`src/source/ext_map_pkg.sv`:
```
/*
 * Address map of the external register peripherals
 * Port indices, address rules and register offsets
 */
`default_nettype none

package ext_map_pkg;

  localparam int unsigned EXT_NPERIPHERALS = 2;
  localparam int unsigned EXT_SEL_WIDTH = 1;

  localparam int unsigned GPIO_CNT_IDX = 0;
  localparam int unsigned POWER_CTRL_IDX = 1;

  // End address is exclusive
  typedef struct packed {
    logic [EXT_SEL_WIDTH-1:0] idx;
    logic [31:0]              start_addr;
    logic [31:0]              end_addr;
  } addr_rule_t;

  localparam addr_rule_t EXT_ADDR_RULES [EXT_NPERIPHERALS] = '{
    '{idx: EXT_SEL_WIDTH'(GPIO_CNT_IDX), start_addr: 32'h0000_0000, end_addr: 32'h0000_1000},
    '{idx: EXT_SEL_WIDTH'(POWER_CTRL_IDX), start_addr: 32'h0000_1000, end_addr: 32'h0000_2000}
  };

  // Edge counter registers decoded on addr[3:2]
  localparam logic [3:0] CNT_CTRL_OFS = 4'h0;
  localparam logic [3:0] CNT_MAX_OFS = 4'h4;
  localparam logic [3:0] CNT_VALUE_OFS = 4'h8;

  // Power controller registers
  localparam logic [3:0] PWR_SWITCH_OFS = 4'h0;
  localparam logic [3:0] PWR_STATUS_OFS = 4'h4;

endpackage

`default_nettype wire

```
`src/source/ext_addr_decode.sv`:
```
/*
 * Address decoder for the external register bus
 * Maps an address to a peripheral port index or flags a miss
 */
`default_nettype none

module ext_addr_decode
  import ext_map_pkg::*;
(
  input  logic [31:0]              addr_i,
  output logic [EXT_SEL_WIDTH-1:0] sel_idx_o,
  output logic                     dec_miss_o
);

  always_comb begin
    sel_idx_o = '0;
    dec_miss_o = 1'b1;
    for (int unsigned i = 0; i < EXT_NPERIPHERALS; i++) begin
      if (addr_i >= EXT_ADDR_RULES[i].start_addr && addr_i < EXT_ADDR_RULES[i].end_addr) begin
        sel_idx_o = EXT_ADDR_RULES[i].idx;
        dec_miss_o = 1'b0;
      end
    end
  end

endmodule

`default_nettype wire

```
`config.mk`:
```
export PLATFORM = sky130hd
export DESIGN_NAME = ext_addr_decode
export DESIGN_NICKNAME = d
export VERILOG_FILES = /design/src/source/ext_map_pkg.sv /design/src/source/ext_addr_decode.sv
export SDC_FILE = /design/constraint.sdc
export NUM_CORES = 1
export LEC_CHECK = 0
export BUFFER_PORTS_ARGS = -buffer_cell sky130_fd_sc_hd__buf_2
export CAP_MARGIN = 20
export CORE_AREA = 2 2 39 41
export DETAILED_ROUTE_END_ITERATION = 7
export DIE_AREA = 0 0 41 43
export SLEW_MARGIN = 20
export SYNTH_ARGS = -nofsm -noshare
export SYNTH_HDL_FRONTEND = slang
export SYNTH_SLANG_ARGS = --single-unit
```
`constraint.sdc`:
```
create_clock -name vclk -period 0.8
set_input_delay 0.04 -clock vclk [all_inputs]
set_output_delay 0.04 -clock vclk [all_outputs]
set_load 0.03 [all_outputs]
```
== Yosys cells after proc, flatten, opt, wreduce, memory -nomap -nowiden ==
Cells that the tools add are included.
Storage, ports and cells
  register bits after elaboration: 0
  input bits: 32
  output and inout port bits: 2
  word-level logic and storage cells: 9
Operators by class
  magnitude comparators: 4
  multiplexer cells: 3
  reductions and logical operators: 2
Operators with widths (count)
  $ge 32x1->1 const B: 1
  $ge 32x13->1 const B: 1
  $lt 32x13->1 const B: 1
  $lt 32x14->1 const B: 1
  $mux 1: 3
  $logic_and 1x1->1: 2

== Depth between registers and ports, before layout ==
  depth in word-level cells: 4
  mapped depth: 3
  depth with buffers taken out: 3

== Worst setup path after synthesis ==
No wires, ideal clock.
  path kind: in2out
  start point: in addr_i[31]
  end point: out sel_idx_o
  arrival time: 1.274 ns
  data required time: 0.760 ns
  setup slack: -0.514 ns
  stages: 2
  buffers on the path: 0
  path through: or4_4 -> nor3_1
Between the ends
  word-level cells in the longest chain between the ends: 3
  elaborated cells between the ends (all ways): 4
  classes of those cells: 2 x order compare; 1 x mux; 1 x reduce/logical
RTL lines
  from (decl): line ext_addr_decode.sv:10  | input logic [31:0] addr_i,
  $ge 32x13->1 / $lt 32x14->1 (equally long branches): line ext_addr_decode.sv:19  | if (addr_i >= EXT_ADDR_RULES[i].start_addr && addr_i < EXT_ADDR_RULES[i].end_addr) begin
  $logic_and 1x1->1 (*): line ext_addr_decode.sv:19
  $mux 1 (*): line ext_addr_decode.sv:19
  to (decl): line ext_addr_decode.sv:11  | output logic [EXT_SEL_WIDTH-1:0] sel_idx_o,
Every way passes the cells marked *; elsewhere a longest branch is shown, timed or not.

== Worst setup path after layout ==
  start point: in addr_i[31]
  end point: out dec_miss_o
Between the ends
  word-level cells in the longest chain between the ends: 4
  elaborated cells between the ends (all ways): 8
  classes of those cells: 4 x order compare; 2 x mux; 2 x reduce/logical
RTL lines
  $ge 32x1->1 / $lt 32x13->1 (equally long branches): line ext_addr_decode.sv:19
  $logic_and 1x1->1: line ext_addr_decode.sv:19
  $mux 1: line ext_addr_decode.sv:19
  $mux 1 (*): line ext_addr_decode.sv:19
  to (decl): line ext_addr_decode.sv:12  | output logic dec_miss_o
Marked as above.

==> impl_results.md <==
- Worst IR Drop VDD: 0.0000738 V
- GRT Residual Overflow: 0
- Worst hold slack: 436 ps
- Slew Limit Fails: 0
- Sw Share: 34.9%
- Port buffer count: 22
- Max FO, Critical Path: 2
- WHS Path Cells: 4
- Compound-cell area share of the yosys netlist: 0%
- Core area: 1380 sq um
- Sequential share of the synthesized area: 0%
- Total GRT Usage: 5.00%
- Leading cell type in the layout, fill and taps excluded: buf_2
- Worst-Margin Slew: 217 ps
- Vias in the first global route: 208
- Ant. Diodes: 0
- Via count: 191
- Cells after Synth: 9
- Netlist cell types: 7
- Placer Congestion: 0.704
- # rows: 14
- Hold Startpoint: addr_i[30]
- Post-Place Worst Slack: -327 ps
- Leak: 0.139 nW
- Internal: 61.2 uW
- Drc violations: 0
- Mapped Area: 68.8 sq um
- First-pass GRT wire length: 648 um
- Run status: finished, violations left
- CP required: 760 ps
- Syn avg cell area: 7.65 sq um
- Most frequent cells in the layout: buf_2, buf_6, nor4_2, buf_4
- Mapped Nets: 41
- Synth Area in Simple Gates: 100%
- Area grow syn2layout: 329%
- CP peak stage delay: 560 ps
- Layout cells sized above 1: 94.1%
- Setup CP Type: in2out
- CP arrival: 1060 ps
- Hold EP: sel_idx_o
- Routed Antenna Nets: 0
- Fraction of power consumed by sequential logic: 0%
- Mux cell area share after synthesis: 0%
- Chip height: 43 um
- Main combinational cell family by area after synthesis: simple AND/OR/NAND/NOR gates
- Endpoints failing setup: 2
- CP endpoint kind: output port
- Fin. Hold Viols: 0
- Final Util: 21.3%
- Fmax: 908 MHz
- Initial antenna violation count: 0
- Psw: 32.8 uW
- Clkbuf count: 0
- Power after layout: 94.0 uW
- WL final: 453 um
- Slowest stage cell, crit path: or4_4
- Fraction of the mapped netlist area in adder cells: 0%
- Fillers: 154
- Die X: 41 um
- Slew HR: 85.4%
- Reg area: 0 sq um
- Gate power share: 100.0%
- Max cap viols: 0
- Initial core utilization: 4.97%
- Part of the cycle the worst path needs: 138%
- Wire per inst: 9.06 um
- Vias per cell: 3.82
- Synth warn: 0
- Net count, final: 68
- Final min period: 1100 ps
- Unrepaired setup endpoints after global routing: true
- TritonRoute pass-1 iters: 1
- Drt first-iter violations: 0
- Post-Synth XOR/XNOR Area: 0%
- Clk pwr share: 0%
- Worst Setup SP: addr_i[31]
- CP most frequent cell: buf_6
- CP Cell Sequence: buf_6 > or4_4 > nor4_4 > nand2b_1 > buf_6
- Hold Crit Class: in2out
- Critical path launch point type: input pin
- Top-Level Pins: 34
- Worst setup margin: -301 ps
- PD cells: 318 nW/um^2
- Die area: 1760 sq um
- Largest net degree at the start of global routing: 3
- Failing checks: negative setup slack
- FFs & Latches: 0
-- stage by stage --
step | cell area [sq um] | TNS, ps | cells
6_report | 295 | -564 | 50
2_1_floorplan | 80.1 | -353 | 9
3_3_place_gp | 233 | -604 | 50
5_1_grt | 295 | -629 | 50
4_1_cts | 274 | -553 | 50
3_5_place_dp | 233 | -644 | 50
-- cells by family (layout without fill, tap and decap cells) --
group / after synthesis / after routing
buffers and inverters: 0 / 25
and+or+nand+nor: 9 / 9
-- repair_timing --
item,in CTS,in global routing
gates resized for setup,9,3
hold buffers,0,0
endpoints found under the setup margin,2,2
pin swaps,3,2
buffers inserted,0,0
-- synthesized netlist by cell type --
library cell  number  area share [%]
nand3_1            1             7.3
or4_4              1              16
or4b_1             1              15
nor3_1             1             7.3
nor4_1             3              27
nand2b_1           1             9.1
nor4_2             1              18
-- area by class of cell --
type	instances	area (sq um)	share of cell area (%)
multi-input combinational	9	111	37.7
tap	16	20.0	6.78
timing repair buffer	25	164	55.5
-- power by group through the flow --
stage / Sequential [mW] / Combinational, mW / Clock (mW)
global route: 0 / 0.102 / 0
detailed placement: 0 / 0.0710 / 0
floorplan: 0 / 0.00887 / 0
CTS: 0 / 0.0853 / 0
finish: 0 / 0.0940 / 0
global placement: 0 / 0.0696 / 0
-- worst max-delay path, delay by kind of cell --
family                 cells  cell delay [ps]
AND/OR/NAND/NOR            3              790
buffers and inverters      2              230
-- worst max path at each step --
stage / endpoint / slack [ps] / depth (start not counted)
after detailed placement: dec_miss_o / -330 / 5
after CTS: dec_miss_o / -300 / 5
after global routing: dec_miss_o / -340 / 5
final: dec_miss_o / -300 / 5
after floorplan: dec_miss_o / -190 / 3
after global placement: dec_miss_o / -310 / 5
-- metal layers --
| metal | track usage, % | share of wire [%] |
|---|---|---|
| met1 | 4.11 | 32 |
| met2 | 11.6 | 51 |
| met3 | 0 | 18 |
| met4 | 0 | 0 |
| met5 | 0 | 0 |
(Power assumes the default switching activity.)
