File: src/source/bus_pkg.sv
/*
 * Bus protocol types for the external peripheral subsystem
 * Register bus with valid/ready strobes and OBI-style memory bus
 */
`default_nettype none

package bus_pkg;

  // Register bus request
  typedef struct packed {
    logic [31:0] addr;
    logic        write;
    logic [31:0] wdata;
    logic [3:0]  wstrb;
    logic        valid;
  } reg_req_t;

  typedef struct packed {
    logic [31:0] rdata;
    logic        error;
    logic        ready;
  } reg_rsp_t;

  // Memory bus with req/gnt then rvalid
  typedef struct packed {
    logic        req;
    logic        we;
    logic [3:0]  be;
    logic [31:0] addr;
    logic [31:0] wdata;
  } obi_req_t;

  typedef struct packed {
    logic        gnt;
    logic        rvalid;
    logic [31:0] rdata;
  } obi_resp_t;

endpackage

`default_nettype wire

File: src/source/ext_map_pkg.sv
/*
 * Address map of the external register peripherals
 * Port indices, address rules and register offsets
 */
`default_nettype none

package ext_map_pkg;

  localparam int unsigned EXT_NPERIPHERALS = 2;
  localparam int unsigned EXT_SEL_WIDTH = 1;

  localparam int unsigned GPIO_CNT_IDX = 0;
  localparam int unsigned POWER_CTRL_IDX = 1;

  // End address is exclusive
  typedef struct packed {
    logic [EXT_SEL_WIDTH-1:0] idx;
    logic [31:0]              start_addr;
    logic [31:0]              end_addr;
  } addr_rule_t;

  localparam addr_rule_t EXT_ADDR_RULES [EXT_NPERIPHERALS] = '{
    '{idx: EXT_SEL_WIDTH'(GPIO_CNT_IDX), start_addr: 32'h0000_0000, end_addr: 32'h0000_1000},
    '{idx: EXT_SEL_WIDTH'(POWER_CTRL_IDX), start_addr: 32'h0000_1000, end_addr: 32'h0000_2000}
  };

  // Edge counter registers decoded on addr[3:2]
  localparam logic [3:0] CNT_CTRL_OFS = 4'h0;
  localparam logic [3:0] CNT_MAX_OFS = 4'h4;
  localparam logic [3:0] CNT_VALUE_OFS = 4'h8;

  // Power controller registers
  localparam logic [3:0] PWR_SWITCH_OFS = 4'h0;
  localparam logic [3:0] PWR_STATUS_OFS = 4'h4;

endpackage

`default_nettype wire

File: src/source/gpio_cnt.sv
/*
 * GPIO edge counter
 * Counts rising pin edges and pulses the output when the count hits max
 */
`default_nettype none

module gpio_cnt
  import bus_pkg::*;
  import ext_map_pkg::*;
#(
  parameter int unsigned CNT_MAX_RESET = 2048
) (
  input  logic     clk_i,
  input  logic     rst_n_i,
  input  reg_req_t reg_req_i,
  output reg_rsp_t reg_rsp_o,
  input  logic     gpio_i,
  output logic     gpio_o
);

  logic        en_q;
  logic [31:0] max_q;
  logic [31:0] cnt_q;
  logic        gpio_q;
  logic        gpio_prev_q;
  logic        wr_en;
  logic [1:0]  reg_sel;
  logic        rise;
  logic        hit;

  assign reg_sel = reg_req_i.addr[3:2];
  assign wr_en = reg_req_i.valid & reg_req_i.write;
  assign rise = gpio_q & ~gpio_prev_q & en_q;
  assign hit = rise && (cnt_q + 32'd1 >= max_q);

  always_ff @(posedge clk_i) begin
    if (!rst_n_i) begin
      en_q <= 1'b0;
      max_q <= 32'(CNT_MAX_RESET);
      cnt_q <= '0;
      gpio_q <= 1'b0;
      gpio_prev_q <= 1'b0;
      gpio_o <= 1'b0;
    end else begin
      gpio_q <= gpio_i;
      gpio_prev_q <= gpio_q;
      gpio_o <= hit;
      if (wr_en && reg_sel == CNT_CTRL_OFS[3:2]) begin
        en_q <= reg_req_i.wdata[0];
      end
      if (wr_en && reg_sel == CNT_MAX_OFS[3:2]) begin
        max_q <= reg_req_i.wdata;
      end
      // Software clear wins over a counted edge
      if (wr_en && reg_sel == CNT_CTRL_OFS[3:2] && reg_req_i.wdata[1]) begin
        cnt_q <= '0;
      end else if (hit) begin
        cnt_q <= '0;
      end else if (rise) begin
        cnt_q <= cnt_q + 32'd1;
      end
    end
  end

  always_comb begin
    reg_rsp_o.ready = 1'b1;
    reg_rsp_o.error = 1'b0;
    case (reg_sel)
      CNT_CTRL_OFS[3:2]:  reg_rsp_o.rdata = {31'd0, en_q};
      CNT_MAX_OFS[3:2]:   reg_rsp_o.rdata = max_q;
      CNT_VALUE_OFS[3:2]: reg_rsp_o.rdata = cnt_q;
      default:            reg_rsp_o.rdata = '0;
    endcase
  end

endmodule

`default_nettype wire

File: config.mk
export PLATFORM = sky130hd
export DESIGN_NAME = gpio_cnt
export DESIGN_NICKNAME = d
export VERILOG_FILES = /design/src/source/bus_pkg.sv /design/src/source/ext_map_pkg.sv /design/src/source/gpio_cnt.sv
export SDC_FILE = /design/constraint.sdc
export NUM_CORES = 1
export LEC_CHECK = 0
export BUFFER_PORTS_ARGS = -buffer_cell sky130_fd_sc_hd__buf_4
export CAP_MARGIN = 20
export CORE_ASPECT_RATIO = 0.5
export CORE_MARGIN = 2
export CORE_UTILIZATION = 28
export DETAILED_ROUTE_END_ITERATION = 6
export PLACE_DENSITY_LB_ADDON = 0.1
export SLEW_MARGIN = 20
export SYNTH_ARGS = -nofsm -noshare
export SYNTH_HDL_FRONTEND = slang
export SYNTH_SLANG_ARGS = --single-unit
File: constraint.sdc
create_clock -name clk_i -period 4.2 [get_ports clk_i]
set_input_delay 0.63 -clock clk_i [delete_from_list [all_inputs] [get_ports clk_i]]
set_output_delay 0.63 -clock clk_i [all_outputs]
set_load 0.02 [all_outputs]
Word level (Yosys, flattened, before mapping)
Cells that the tools add are included.

word-level totals
  bits in registers = 68
  output and inout bits = 35

operators by class
  add/sub/neg operators = 1
  order comparisons = 1
  eq/ne operators = 2
  muxes and demuxes = 1
  bitwise logic cells = 5
  reductions and logical operators = 6

operators with widths
  cell                                                  number
  case mux 32 bit (3 select lines)                      1
  adder 32 x 1 -> 32 bit (second input constant)        1
  >= comparator 32 bit                                  1
  logical AND 1 bit                                     4
  AND 1 bit                                             3
  OR reduction 3 bit                                    1
  equality test 2 x 1 -> 1 bit (second input constant)  1
  equality test 2 bit (second input constant)           1
  logical NOT 2 bit                                     1
  inverter 1 bit                                        2

Longest topological paths before layout
  word-level depth = 5
  mapped depth = 16

Worst setup path after synthesis
No wires, ideal clock.

  path type = reg-to-reg
  start point = reg cnt_q[6]
  end point = reg cnt_q[25]
  arrival = 3.603 ns
  required time = 4.141 ns
  setup slack = 0.538 ns
  stages on the path, launching flop included = 14
  path buffers = 1
  period minus slack after synthesis = 3.662 ns
  path through = dfxtp_1 -> and4_1 -> or4b_4 -> nor4_4 -> nand4_1 -> xnor2_1 -> ha_1 -> a21o_1 -> a21o_1 -> a221oi_1 -> o21ai_0 -> nor4_4 -> buf_2 -> a22o_1

between the ends
  word-level cells in the longest chain between the ends = 4

ends and longest elaborated chain
  what                                 line                            RTL
  from (decl)                          gpio_cnt.sv:23                  logic [31:0] cnt_q;
  from (signal assigned)               gpio_cnt.sv:60                  cnt_q <= cnt_q + 32'd1;
  adder 32 x 1 -> 32 bit (*)           gpio_cnt.sv:34, gpio_cnt.sv:60
  >= comparator 32 bit                 gpio_cnt.sv:34                  assign hit = rise && (cnt_q + 32'd1 >= max_q);
  logical AND 1 bit                    gpio_cnt.sv:34
  OR reduction 3 bit (no source line)  -

Mark *: on every way between the ends. The rest lies on a longest branch, timed or not.
A chain may end at the register's enable or synchronous reset.

Final worst setup path
  start point = reg cnt_q[4]
  end point = reg cnt_q[22]

The elaborated chain is that of the path after synthesis.

==> PnR_summary.wiki <==
{| class="wikitable"
! Metric !! Value
|-
| DPL Wire Length || 9.36 mm
|-
| Outcome || finished clean
|-
| Post-route clock skew || between 9 and 10 ps
|-
| Clock Latency Late Sink || 340 ps
|-
| Final RePlAce weighted congestion || 0.798
|-
| Number of cell rows || 32
|-
| Share of synthesized area occupied by flip-flops and latches || 0.313
|-
| Overflow left after global routing || 0
|-
| Antenna violations before repair || 0
|-
| Slack of the worst reg-to-reg path || 320 ps
|-
| Via count of the first global-routing pass || 3900
|-
| Worst Path Max Fanout || 5
|-
| Starting utilization of the core area || 0.284
|-
| Layer with the highest usage || met2
|-
| Cell area after synthesis || 4350 sq um
|-
| Routed wirelength normalized by instance count || approximately 15 um
|-
| Net count after synthesis || 646
|-
| Met2 Use GR || 0.240
|-
| GR met3 Demand/Resource || 0.0373
|-
| Floorplan die area || 16600 sq um
|-
| Clock sink count || 68
|-
| Detailed-route DRC error count || 0
|-
| Number of I/O pins || 108
|-
| Leakage component of the power || 2.27 nW
|-
| Setup TNS Final || 0 ps
|-
| Largest vdd supply drop || 0.164 mV
|-
| Total of buffers placed on input and output ports || roughly 70
|-
| Vias after detailed routing || 3934
|-
| Final hold viol count || 0
|-
| Die boundary height || 92.1 um
|-
| Cell type contributing the most total cell area after synthesis || dfxtp_1
|-
| Number of DRC markers in iteration 0 || 173
|-
| Die X-Extent || 180 um
|-
| Total routed wirelength || approximately 13 mm
|-
| Final net count || around 730
|-
| Pin count of the biggest net entering global routing || 39
|-
| Mean Syn Cell Area || approximately 8.1 sq um
|-
| Post-route total power || 1.50 mW
|-
| Crit path arrival time || 4140 ps
|-
| Fin crit period || 3880 ps
|-
| Remaining antenna violation count after routing || 0
|-
| Number of flops mapped to enable cells by yosys || 0
|-
| Area growth from synthesis to layout || 28.1%
|-
| Synth Register Bits || between 60 and 70
|-
| Post-Layout Cell Count || 834
|-
| Total setup violations reported at the end of the flow || 0
|-
| Post-route clock period utilization || 0.923
|-
| Setup CP Type || flop to flop
|-
| Number of buffers added by the clock tree synthesis step || 9
|-
| Fraction of post-synthesis cell area in the top cell type by area || 0.313
|-
| Met1 Usage GRT || 0.222
|-
| N_diodes || 0
|-
| CTS tree || done
|-
| Placed insts || 818
|-
| Standard cell core area || roughly 15000 sq um
|-
| Number of detailed-route iterations in the first pass || 5
|-
| All-Layer GR Usage || 0.157
|-
| Setup Buffers After CTS || 0
|-
| Root Buffer Master || clkbuf_16
|-
| Share of flip-flops with an asynchronous set or reset after synthesis || 0
|-
| Clock-pin slew reported for the worst setup and hold paths after clock tree synthesis || around 60 ps
|-
| Dominant cells by area after synthesis || dfxtp_1 (31%), ha_1 (9.5%), a22o_1 (9.1%), nand2_1 (9.0%), a21boi_0 (5.5%)
|-
| Main flop type after synthesis || dfxtp_1
|-
| Maximum Capacitance Violations || 0
|-
| CTS H-Tree Depth || 3
|-
| Unrepaired setup endpoints after global routing || false
|-
| Number of max-slew violations in the final report || 0
|-
| Slew @ Worst Pin || between 1000 and 1500 ps
|-
| Core Util, Final || 0.364
|-
| First-pass GRT wire length || approximately 20 mm
|-
| Maximum clock path buffer count || 2
|-
| Number of vias per cell || 4.72
|-
| Synth Warn # || 0
|-
| CP Launch Type || flop
|-
| Post-synth cell types || 49
|-
| Layout cells sized above 1 || 0.217
|-
| Class of the tightest hold or removal check || flop to flop
|-
| Upper clock frequency limit || 258 MHz
|-
| Rel. slew slack || 0.331
|-
| Power density cells || approximately 270 nW/um^2
|-
| CP Capture Type || flop
|-
| Instance count of the mapped netlist || 540
|-
| Endpoint required time on the critical path || 4460 ps
|}
[critical path, stage by stage (launching register included)]
cell	delay, ps
dfxtp_1	410
nand3_1	150
or4b_4	580
buf_4	190
nor2_1	140
nand2_1	80
xnor2_1	160
ha_1	260
nand4_1	130
nor4_1	90
a311oi_1	510
a211oi_2	160
buf_4	180
nor4_4	370
buf_4	210
nand4_1	90
o21ai_0	80
[cell usage after synthesis (all sizes together), types with 3 or more instances]
master,n
a21boi,32
nor4,8
o21ai,12
ha,33
dfxtp,68
xnor2,27
a31oi,4
nor2b,3
nand3,22
inv,38
and3,7
a22o,45
nor3,8
buf,8
and2,4
nor2,26
a21oi,13
o211ai,3
xor2,10
nand4,10
clkbuf,27
nand2,104
and4,6
[where the power goes]
part | leakage, nW | internal [mW] | switching, mW
logic | 1.59 | 0.0600 | 0.0738
registers | 0.549 | 0.654 | 0.00667
clock network | 0.131 | 0.415 | 0.288
[area by class of cell]
cell class	instances	area (sq um)
fillers	1639	9720
multi-input cells	399	2720
flip-flops and latches	68	1360
repair buffers	109	831
well taps	204	255
clock buffers	14	254
inverters	38	143
clock inverters	2	10.0
[per-layer routing]
metal | wire [um] | share of wire
met5 | 0 | 0
met4 | 94 | 0.0074
met3 | 492 | 0.039
met2 | 5350 | 0.42
met1 | 6690 | 0.53
[cells by family (layout without fill, tap and decap cells)]
group,Yosys count,in the layout,synth area share
adder cells (fa/ha/maj),33,33,0.0949
XOR/XNOR,37,37,0.0745
AND/OR/NAND/NOR,205,205,0.236
AO/OA/AOI/OAI,119,119,0.206
buffers and inverters,73,163,0.0667
flip-flops,68,68,0.313
other,2,2,0.00173
multiplexers,3,3,0.00719
[sequential cells by signal, indices dropped and copies added, names as in the netlist]
name	flops
max_q	32
en_q	1
gpio_o	1
gpio_prev_q	1
cnt_q	32
gpio_q	1
[worst paths after layout]
| path | startpoint | end | cells past startpoint |
|---|---|---|---|
| worst min register to register | max_q[17] | max_q[17] | 2 |
| worst max register to register | cnt_q[4] | cnt_q[22] | 16 |
| worst max-delay path | cnt_q[4] | cnt_q[22] | 16 |
| worst min-delay path | max_q[17] | max_q[17] | 2 |
[cell usage in the layout (no fill, tap or decap), drive strengths merged, types with 12 or more instances in the layout]
cell type and n:
ha 33, nand2 104, nor2 26, nand3 22
o21ai 12, clkbuf 14, a22o 45, inv 38
a21boi 32, a21oi 13, buf 109, xnor2 27
dfxtp 68
[what timing repair did]
item                                    4_1_cts  5_1_grt
gates resized for setup                       0        3
endpoints found under the setup margin        0       28
hold buffers                                  0        0
endpoints found under the hold margin         0        0
[metrics by stage]
stage	setup WS [ps]	cell area, sq um	hold slack [ps]
floorplan	538	4350	445
global route	23.8	5570	502
global placement	223	5300	466
detailed placement	220	5300	464
finish	322	5570	478
CTS	176	5560	483
Note: power is estimated with default switching activity, not from simulation.
