`src/source/bus_pkg.sv`:
```
/*
 * Bus protocol types for the external peripheral subsystem
 * Register bus with valid/ready strobes and OBI-style memory bus
 */
`default_nettype none

package bus_pkg;

  // Register bus request
  typedef struct packed {
    logic [31:0] addr;
    logic        write;
    logic [31:0] wdata;
    logic [3:0]  wstrb;
    logic        valid;
  } reg_req_t;

  typedef struct packed {
    logic [31:0] rdata;
    logic        error;
    logic        ready;
  } reg_rsp_t;

  // Memory bus with req/gnt then rvalid
  typedef struct packed {
    logic        req;
    logic        we;
    logic [3:0]  be;
    logic [31:0] addr;
    logic [31:0] wdata;
  } obi_req_t;

  typedef struct packed {
    logic        gnt;
    logic        rvalid;
    logic [31:0] rdata;
  } obi_resp_t;

endpackage

`default_nettype wire

```
`src/source/ext_map_pkg.sv`:
```
/*
 * Address map of the external register peripherals
 * Port indices, address rules and register offsets
 */
`default_nettype none

package ext_map_pkg;

  localparam int unsigned EXT_NPERIPHERALS = 2;
  localparam int unsigned EXT_SEL_WIDTH = 1;

  localparam int unsigned GPIO_CNT_IDX = 0;
  localparam int unsigned POWER_CTRL_IDX = 1;

  // End address is exclusive
  typedef struct packed {
    logic [EXT_SEL_WIDTH-1:0] idx;
    logic [31:0]              start_addr;
    logic [31:0]              end_addr;
  } addr_rule_t;

  localparam addr_rule_t EXT_ADDR_RULES [EXT_NPERIPHERALS] = '{
    '{idx: EXT_SEL_WIDTH'(GPIO_CNT_IDX), start_addr: 32'h0000_0000, end_addr: 32'h0000_1000},
    '{idx: EXT_SEL_WIDTH'(POWER_CTRL_IDX), start_addr: 32'h0000_1000, end_addr: 32'h0000_2000}
  };

  // Edge counter registers decoded on addr[3:2]
  localparam logic [3:0] CNT_CTRL_OFS = 4'h0;
  localparam logic [3:0] CNT_MAX_OFS = 4'h4;
  localparam logic [3:0] CNT_VALUE_OFS = 4'h8;

  // Power controller registers
  localparam logic [3:0] PWR_SWITCH_OFS = 4'h0;
  localparam logic [3:0] PWR_STATUS_OFS = 4'h4;

endpackage

`default_nettype wire

```
`src/source/reg_demux.sv`:
```
/*
 * Register bus demultiplexer
 * Steers a request to one peripheral and answers decode misses itself
 */
`default_nettype none

module reg_demux
  import bus_pkg::*;
  import ext_map_pkg::*;
(
  input  logic [EXT_SEL_WIDTH-1:0]        sel_idx_i,
  input  logic                            dec_miss_i,
  input  reg_req_t                        in_req_i,
  output reg_rsp_t                        in_rsp_o,
  output reg_req_t [EXT_NPERIPHERALS-1:0] out_req_o,
  input  reg_rsp_t [EXT_NPERIPHERALS-1:0] out_rsp_i
);

  // Only the selected port sees valid
  always_comb begin
    for (int unsigned i = 0; i < EXT_NPERIPHERALS; i++) begin
      out_req_o[i] = in_req_i;
      out_req_o[i].valid = in_req_i.valid && !dec_miss_i && (sel_idx_i == i);
    end
  end

  always_comb begin
    if (dec_miss_i) begin
      in_rsp_o.rdata = '0;
      in_rsp_o.error = 1'b1;
      in_rsp_o.ready = 1'b1;
    end else begin
      in_rsp_o = out_rsp_i[sel_idx_i];
    end
  end

endmodule

`default_nettype wire

```
`config.mk`:
```
export PLATFORM = sky130hd
export DESIGN_NAME = reg_demux
export DESIGN_NICKNAME = d
export VERILOG_FILES = /design/src/source/bus_pkg.sv /design/src/source/ext_map_pkg.sv /design/src/source/reg_demux.sv
export SDC_FILE = /design/constraint.sdc
export NUM_CORES = 1
export LEC_CHECK = 0
export ABC_AREA = 1
export BUFFER_PORTS_ARGS = -buffer_cell sky130_fd_sc_hd__buf_2
export CAP_MARGIN = 25
export CORE_AREA = 2 2 120 122
export DETAILED_ROUTE_END_ITERATION = 8
export DIE_AREA = 0 0 122 124
export SYNTH_ARGS = -nofsm -noshare
export SYNTH_HDL_FRONTEND = slang
export SYNTH_SLANG_ARGS = --single-unit
```
`constraint.sdc`:
```
create_clock -name vclk -period 0.8
set_input_delay 0 -clock vclk [all_inputs]
set_output_delay 0 -clock vclk [all_outputs]
set_load 0.05 [all_outputs]
```
; Yosys cells after proc, flatten, opt, wreduce, memory -nomap -nowiden
; Index checks and enable logic that the tools add are counted.
; Widths: inputs -> output; s select.
[totals]
register_bits = 0
elab_cells = 9
output_inout_bits = 174
[classes]
order_cmp = 1
mux = 3
n_reduce_logical = 4
bitwise = 1
[op_table]
columns = cell, n
row1 = $mux 34, 3
row2 = $logic_and 1x1->1, 3
row3 = $lt 1x2->1 const B, 1
row4 = $logic_not 1->1, 1
row5 = $not 1->1, 1

; Longest topological paths before layout
; Gate-level depths: netlist of the first run.
[depth]
ltp_word = 3
mapped_depth = 5
depth_no_buf = 4

; Worst setup path before layout of the first run
; OpenSTA, ideal clock, no wires.
[synth_path]
kind = in2out
startpoint = in sel_idx_i
endpoint = out out_req_o[70] (netlist name)
setup_slack_ns = -0.541
stages = 4
arrival_ns = 1.341
cell_sequence = buf_6 -> buf_6 -> inv_1 -> nor3_1
[synth_lines]
columns = item, line_no
row1 = from (decl), reg_demux.sv:11  ; input logic [EXT_SEL_WIDTH-1:0] sel_idx_i,
row2 = to (decl), reg_demux.sv:15  ; output reg_req_t [EXT_NPERIPHERALS-1:0] out_req_o,

==> results of run 1 <==
-- critical path, stage by stage --
cell and delay (ns):
buf_2 0.11, inv_2 0.10, buf_12 0.17, nand2_1 0.08, nor2_2 0.07, clkbuf_4 0.22
-- power by group through the flow --
stage,Sequential (uW),Clock [uW],Combinational [uW]
finish,0,0,1370
CTS,0,0,1260
global placement,0,0,1210
global route,0,0,1480
floorplan,0,0,2700
detailed placement,0,0,1210
-- logic make-up (layout without fill, tap and decap cells) --
logic type	Yosys count	count (layout)	synth area share, %
buffers and inverters	184	151	70.3
AND/OR/NAND/NOR	136	136	29.7
-- worst min-delay path by stage --
stage / from / to / slack [ns] / cells past startpoint
2_1_floorplan: dec_miss_i / out_req_o[0] / 0.06 / 1
3_3_place_gp: in_req_i[41] / out_req_o[111] / 0.0005 / 0
3_5_place_dp: in_req_i[41] / out_req_o[111] / 0.0005 / 0
4_1_cts: in_req_i[41] / out_req_o[111] / 0.0005 / 0
5_1_grt: in_req_i[59] / out_req_o[129] / 0.0001 / 0
6_report: in_req_i[30] / out_req_o[100] / 0.00002 / 0
-- metal layers --
layer	up-vias	GRT usage [%]	share of wire (%)
met1	581	6.03	34
met2	106	7.86	40
met3	78	2.61	14
li1	717	-	-
met4	2	6.75	12
met5	-	0	0.34
-- metrics by stage --
| step | worst slack (ns) | setup TNS, ns | area (um^2) | hold WS [ns] | utilization [%] |
|---|---|---|---|---|---|
| detailed placement | -0.0354 | -0.176 | 1700 | 0.000497 | 12.4 |
| global route | -0.000949 | -0.00161 | 1920 | 0.000109 | 14.0 |
| global placement | -0.0372 | -0.203 | 1700 | 0.000497 | 12.4 |
| floorplan | -0.121 | -0.130 | 1940 | 0.0637 | - |
| finish | 0.0431 | 0 | 1920 | 0.0000232 | 14.0 |
| CTS | 0.000469 | 0 | 1750 | 0.000497 | 12.7 |
-- layout make-up --
| type | instances | area share, % |
|---|---|---|
| inverter | 35 | 6.83 |
| multi-input combinational | 136 | 38.0 |
| tap | 180 | 11.7 |
| timing repair buffer | 116 | 43.4 |
-- layout by cell type, fill, tap and decap left out --
master,instances
clkbuf_16,2
nor3_2,1
nor2_4,17
nor2_1,18
inv_1,34
buf_4,20
buf_6,12
nor3_4,1
buf_2,71
nor2_2,29
buf_12,5
nand3_1,2
nand2_1,68
inv_2,1
clkbuf_4,6
-- timing repair --
| action | CTS | global route |
|---|---|---|
| setup endpoints to repair | 19 | 29 |
| gates resized for setup | 19 | 51 |
| gates cloned | 0 | 3 |
| endpoints found under the hold margin | 0 | 0 |
==> results.cfg, run 1 <==
[synth]
synth_nets = 460
ys_seq_area_share_pct = 0
synth.distinct_cells = 10
yosysMostFrequentCell = buf_4
avgSynthCellArea_um2 = 5.54
yosys-top-cells-area = buf_4, nand2_1, nor2_1
synthTopCellsByCount = buf_4, nand2_1, nor2_1, inv_1, buf_2
synth_top_area_share_pct = 58.4
yosysWarnings = 0
synth_area_um2 = 1770
synth_cells = 320
synth_area_leader_cell = buf_4

[cells_and_area]
design.seq.count = 0
fill_cells = 1611
multiInputGateArea_um2 = 732
fin_nets = 429
nClkBuffers = 0
final-seq-area_um2 = 0
antenna_cells = 0
synthToLayoutAreaGrowth_pct = 8.46
final_layout_size_suffix_gt1_share_pct = 57.5
instances_no_fill = 467

[power_and_ir_drop]
p_sw_uw = 854
p_per_area_nw_per_um2 = 711
p_comb_share_pct = 100.0
p_sw_share_pct = 62.4
power.total_uw = 1370
clockPowerShare_pct = 0
irDropWorstVdd_uv = 247
p_int_uw = 515
pwr-share-seq_pct = 0
p_leak_uw = 0.00108

[timing]
drv_slew = 0
period_needed_ns = 0.757
timing.final.crit_share_pct = 94.6
worst_slew_pin_slew_ns = 0.246
hold_violations = 0
setup_viol_count_final = 0
slew_headroom_pct = 83.7
fmax_mhz = 1320

[job]
max-cap-violations = 0

[global_route]
antenna_found_initial = 1
grt_pass1_wl_um = 6780
grt_usage_pct = 5.75
grt_max_degree = 33
grt-ovfl-total = 0
grt_pass1_vias = 1220

[placement]
port_buffers = 107
dp_hpwl_um = 4170
gp_congestion = 0.672
placed_cells = 464

[detailed_routing]
vias = 1484
wire_per_inst_um = 11.8
firstDrtPassIters = 3
drc = 0
viasPerCell = 3.18
drtIter0Drc = 36
drtAntennaViolNets = 0
totalWireLength_um = 5510

[floorplanning]
dieArea_um2 = 15100
die_w_um = 122
fp.dieH_um = 124
ios = 314
initial_core_util_pct = 12.9
rows = 43
core_um2 = 13700

[critical_path]
timing.critical_path.from = dec_miss_i
endpoint_kind = output pin
critPathKind = in -> out
critPathCapture = in_rsp_o[6]
critPathRequiredTime_ns = 0.80
cp-start-kind = input port
crit_path_max_fanout = 18
worstPathArrival_ns = 0.76

[status]
status = finished clean

[clocking]
post_cts_buffers = 0
postCtsHoldBufs = 0

[min_path]
hp-class = in -> out
(Power assumes the default switching activity.)
==> run 2, diff against run 1 <==
--- a/config.mk
+++ b/config.mk
@@ -13,2 +13,3 @@
 export DIE_AREA = 0 0 122 124
+export PLACE_DENSITY_LB_ADDON = 0.1
 export SYNTH_ARGS = -nofsm -noshare
==> constraint.sdc (replaced) <==
create_clock -name vclk -period 0.8
set_input_delay 0.16 -clock vclk [all_inputs]
set_output_delay 0.16 -clock vclk [all_outputs]
set_load 0.05 [all_outputs]
==> results.cfg, run 2 (same netlist as run 1, synthesis figures left out) <==
[status]
status = complete, but fails checks
violations = setup timing

[power_and_ir_drop]
irDropWorstVdd_uv = 207
p_leak_uw = 0.00137
p_comb_share_pct = 100.0
p_int_uw = 881
p_sw_uw = 1080
p_sw_share_pct = 55.1
pwr-share-seq_pct = 0
p_per_area_nw_per_um2 = 692
clockPowerShare_pct = 0

[critical_path]
crit_chain = buf_8, clkinv_8, buf_12, buf_4, nand3_4, buf_8
cp-start-kind = input port
crit_cells = 6
crit_path_max_fanout = 7
slowest_stage = buf_12
critPathCapture = in_rsp_o[1]
crit_family = buffers and inverters
path_common_cell = buf_8
max_stage_delay_ns = 0.15
cp_num_buf_inv = 5
critPathRequiredTime_ns = 0.64
worstPathArrival_ns = 0.85
endpoint_kind = output pin
timing.critical_path.from = dec_miss_i
critPathKind = in -> out

[global_route]
grt_pass1_wl_um = 8810
grt_max_degree = 14
antenna_found_initial = 0
grt_usage_pct = 7.55
grt-ovfl-total = 0
grt_pass1_vias = 1629

[timing]
slew_headroom_pct = 86.6
worst_slack_ns = -0.205
setup_viol_count_final = 36
rsz0062_at_grt = true
hold_violations = 0
worst_slew_pin_slew_ns = 0.201
period_needed_ns = 1.01
drv_slew = 0
fmax_mhz = 995
timing.final.crit_share_pct = 126
finalSetupTns_ns = -6.29

[job]
max-cap-violations = 0

[floorplanning]
rows = 43
dieArea_um2 = 15100
ios = 314
die_w_um = 122
core_um2 = 13700
fp.dieH_um = 124
initial_core_util_pct = 12.9

[placement]
gp_congestion = 0.649
dp_hpwl_um = 4190
port_buffers = 107

[detailed_routing]
drtAntennaViolNets = 0
routed.top_layer = met4
vias = 1569
wl_met1_um = 2180
route.met2.wl_um = 3240
wl_met3_um = 563
wire_per_inst_um = 13.2
viasPerCell = 3.28
totalWireLength_um = 6300
drc = 0
drtIter0Drc = 14
firstDrtPassIters = 2

[cells_and_area]
final-seq-area_um2 = 0
synthToLayoutAreaGrowth_pct = 59.5
antenna_cells = 0
final_layout_size_suffix_gt1_share_pct = 82.3
final_common_cell = buf_2
design.seq.count = 0
fill_cells = 1567
nClkBuffers = 0
fin_util_pct = 20.6
fin_nets = 441
final_cell_mix = buf_2, nor2_4, nand2_2

[min_path]
hp-class = in -> out
==> run 2: cell types whose count changed in the layout (fill, tap and decap cells not counted), moves of 14 or more <==
cell,change
nand2_1,-52
nand2_2,+36
nor2_4,+24
buf_8,+20
buf_4,-17
nand2_4,+16
nor2_1,-14
==> run 2: area by class of cell <==
cell class                 instances  area, um^2  share of cell area (%)
tap                              180         225                    7.96
timing repair buffer             128        1330                    46.9
inverter                          35         148                    5.22
multi-input combinational        136        1130                    39.9
==> run 2: power by group through the flow <==
stage	clock network (uW)	logic, uW	registers, uW
after floorplan	0	2770	0
after global placement	0	1310	0
after detailed placement	0	1310	0
after CTS	0	1790	0
after global routing	0	2090	0
final	0	1960	0
==> run 2: per-layer routing <==
metal,global-route usage (%),up-vias
met1,8.26,689
met3,1.83,49
li1,-,751
met4,3.74,0
met5,0,-
met2,13.6,80
==> run 2: what timing repair did <==
item,in CTS,in global routing
hold buffers,0,0
buffers inserted,2,2
pin swaps,8,18
gates resized for setup,146,71
gates cloned,8,4
endpoints found under the setup margin,36,36
==> run 2: how the worst min path moves through the flow <==
| stage | start | to | slack, ns | cells past startpoint |
|---|---|---|---|---|
| floorplan | dec_miss_i | out_req_o[0] | 0.38 | 1 |
| global placement | in_req_i[45] | out_req_o[45] | 0.32 | 0 |
| detailed placement | in_req_i[45] | out_req_o[45] | 0.32 | 0 |
| CTS | in_req_i[45] | out_req_o[45] | 0.32 | 0 |
| global route | in_req_i[57] | out_req_o[127] | 0.32 | 0 |
| finish | in_req_i[48] | out_req_o[118] | 0.32 | 0 |
==> run 2: stage by stage <==
| stage | area (um^2) | setup WS, ns | total power, uW | hold slack, ns | instances |
|---|---|---|---|---|---|
| after floorplan | 2050 | -0.329 | 2770 | 0.384 | 320 |
| after global placement | 1820 | -0.393 | 1310 | 0.320 | 464 |
| after detailed placement | 1820 | -0.427 | 1310 | 0.320 | 464 |
| after CTS | 2500 | -0.274 | 1790 | 0.320 | 474 |
| after global routing | 2830 | -0.248 | 2090 | 0.320 | 479 |
| final | 2830 | -0.205 | 1960 | 0.320 | 479 |
==> run 3, diff against run 2 <==
ABC_AREA = default   (was 1)
clock period = 1 ns   (was 0.8 ns; I/O delays follow)
==> results.cfg, run 3 <==
[timing]
timing.final.crit_share_pct = 124
finalSetupTns_ns = -7.42
worst_slew_pin_slew_ns = 0.243
fmax_mhz = 806
period_needed_ns = 1.24
slew_headroom_pct = 83.3
drv_slew = 0
hold_ws_ns = 0.400
setup_viol_count_final = 36
worst_slack_ns = -0.241
hold_violations = 0
rsz0062_at_grt = true

[synth]
avgSynthCellArea_um2 = 7.48
yosysMostFrequentCell = buf_4
synth_area_leader_cell = buf_4
yosys-top-cells-area = buf_4, mux2i_1, nor2_1
synth_nets = 356
ys_seq_area_share_pct = 0
yosysWarnings = 0
synthTopCellsByCount = buf_4, mux2i_1, nor2_1, buf_12
synth_cells = 216
synth_area_um2 = 1620
synth.distinct_cells = 12
synth_top_area_share_pct = 64.1

[power_and_ir_drop]
p_sw_uw = 721
p_per_area_nw_per_um2 = 590
p_sw_share_pct = 55.5
clockPowerShare_pct = 0
irDropWorstVdd_uv = 86.3
p_comb_share_pct = 100.0
p_leak_uw = 0.000867
p_int_uw = 578
pwr-share-seq_pct = 0

[cells_and_area]
fin_util_pct = 16.0
final-seq-area_um2 = 0
final_common_cell = buf_2
synthToLayoutAreaGrowth_pct = 36.2
fin_nets = 329
design.seq.count = 0
final_layout_size_suffix_gt1_share_pct = 98.4
final_cell_mix = buf_2, nor2_4, mux2i_4
nClkBuffers = 0
finalInstanceArea_um2 = 2200
instances_no_fill = 368

[global_route]
grt-ovfl-total = 0
grt_pass1_vias = 1119
grt_max_degree = 17
grt_pass1_wl_um = 6800
antenna_found_initial = 1
grt_usage_pct = 5.90

[critical_path]
cp-start-kind = input port
crit_path_max_fanout = 11
path_common_cell = buf_12
worstPathArrival_ns = 1.04
crit_chain = buf_12, buf_12, mux2i_2, nor2_4, buf_2
critPathRequiredTime_ns = 0.80
max_stage_delay_ns = 0.28
slowest_stage = mux2i_2
critPathKind = in -> out
endpoint_kind = output pin

[detailed_routing]
drtAntennaViolNets = 0
drc = 0
totalWireLength_um = 5260
firstDrtPassIters = 3
viasPerCell = 3.08
vias = 1135
wire_per_inst_um = 14.3
drtIter0Drc = 5

[min_path]
hold_start = in_req_i[68]
hold_depth = 0
min_to = out_req_o[138]
hp-class = in -> out

[floorplanning]
die_w_um = 122
initial_core_util_pct = 11.8
ios = 314
fp.dieH_um = 124
core_um2 = 13700
rows = 43
dieArea_um2 = 15100

[placement]
port_buffers = 107
dp_hpwl_um = 4250
gp_congestion = 0.631
placed_cells = 363
placed_cell_area_um2 = 1620

[status]
violations = setup timing
status = complete, but fails checks

[clocking]
postCtsHoldBufs = 0

[job]
max-cap-violations = 0
## run 3: cell type report
cell class	instances	area, um^2
Fill cell	1517	11500
Multi-Input combinational cell	70	1060
Timing Repair Buffer	117	913
Tap cell	180	225
Antenna cell	1	2.50
## run 3: how the worst max path moves through the flow
stage | startpoint | endpoint | slack [ns] | cells after the start
detailed placement | sel_idx_i | in_rsp_o[17] | -0.37 | 5
global placement | sel_idx_i | in_rsp_o[17] | -0.38 | 5
global route | sel_idx_i | in_rsp_o[29] | -0.28 | 5
finish | sel_idx_i | in_rsp_o[12] | -0.24 | 5
floorplan | sel_idx_i | out_req_o[0] | -0.15 | 3
CTS | sel_idx_i | in_rsp_o[17] | -0.26 | 5
## run 3: kinds of logic after synthesis
| family | count (synthesis) | synth area share, % |
|---|---|---|
| AO/OA/AOI/OAI | 2 | 1.08 |
| buffers and inverters | 146 | 69.6 |
| multiplexers | 32 | 19.8 |
| AND/OR/NAND/NOR | 36 | 9.45 |
## run 3: repair_timing
item / 4_1_cts / 5_1_grt
cloned: 2 / 0
hold endpoints to repair: 0 / 0
gates resized for setup: 85 / 28
endpoints found under the setup margin: 36 / 36
buffers inserted: 1 / 1
pin swaps: 4 / 1
## run 3: power groups by stage
stage,registers [uW],logic (uW),clock network (uW)
floorplan,0,2200,0
global placement,0,977,0
detailed placement,0,970,0
CTS,0,1240,0
global route,0,1370,0.000134
finish,0,1300,0.000134
## run 3: per-stage QoR
stage	worst slack [ns]	power (uW)
2_1_floorplan	-0.148	2200
3_3_place_gp	-0.378	977
3_5_place_dp	-0.375	970
4_1_cts	-0.260	1240
5_1_grt	-0.279	1370
6_report	-0.241	1300
## run 3: layer usage
metal / vias up / part of all wire [%] / GRT usage, % / wire length, um
li1: 493 / - / - / -
met1: 486 / 27 / 5.30 / 1430
met2: 111 / 50 / 10.2 / 2610
met3: 45 / 16 / 2.88 / 822
met4: 0 / 7.5 / 4.60 / 393
met5: - / 0 / 0 / 0
## run 3: critical path: cells and delay by family
kind / cells / cell delay, ns
muxes: 1 / 0.28
and+or+nand+nor: 1 / 0.05
buffers and inverters: 3 / 0.49
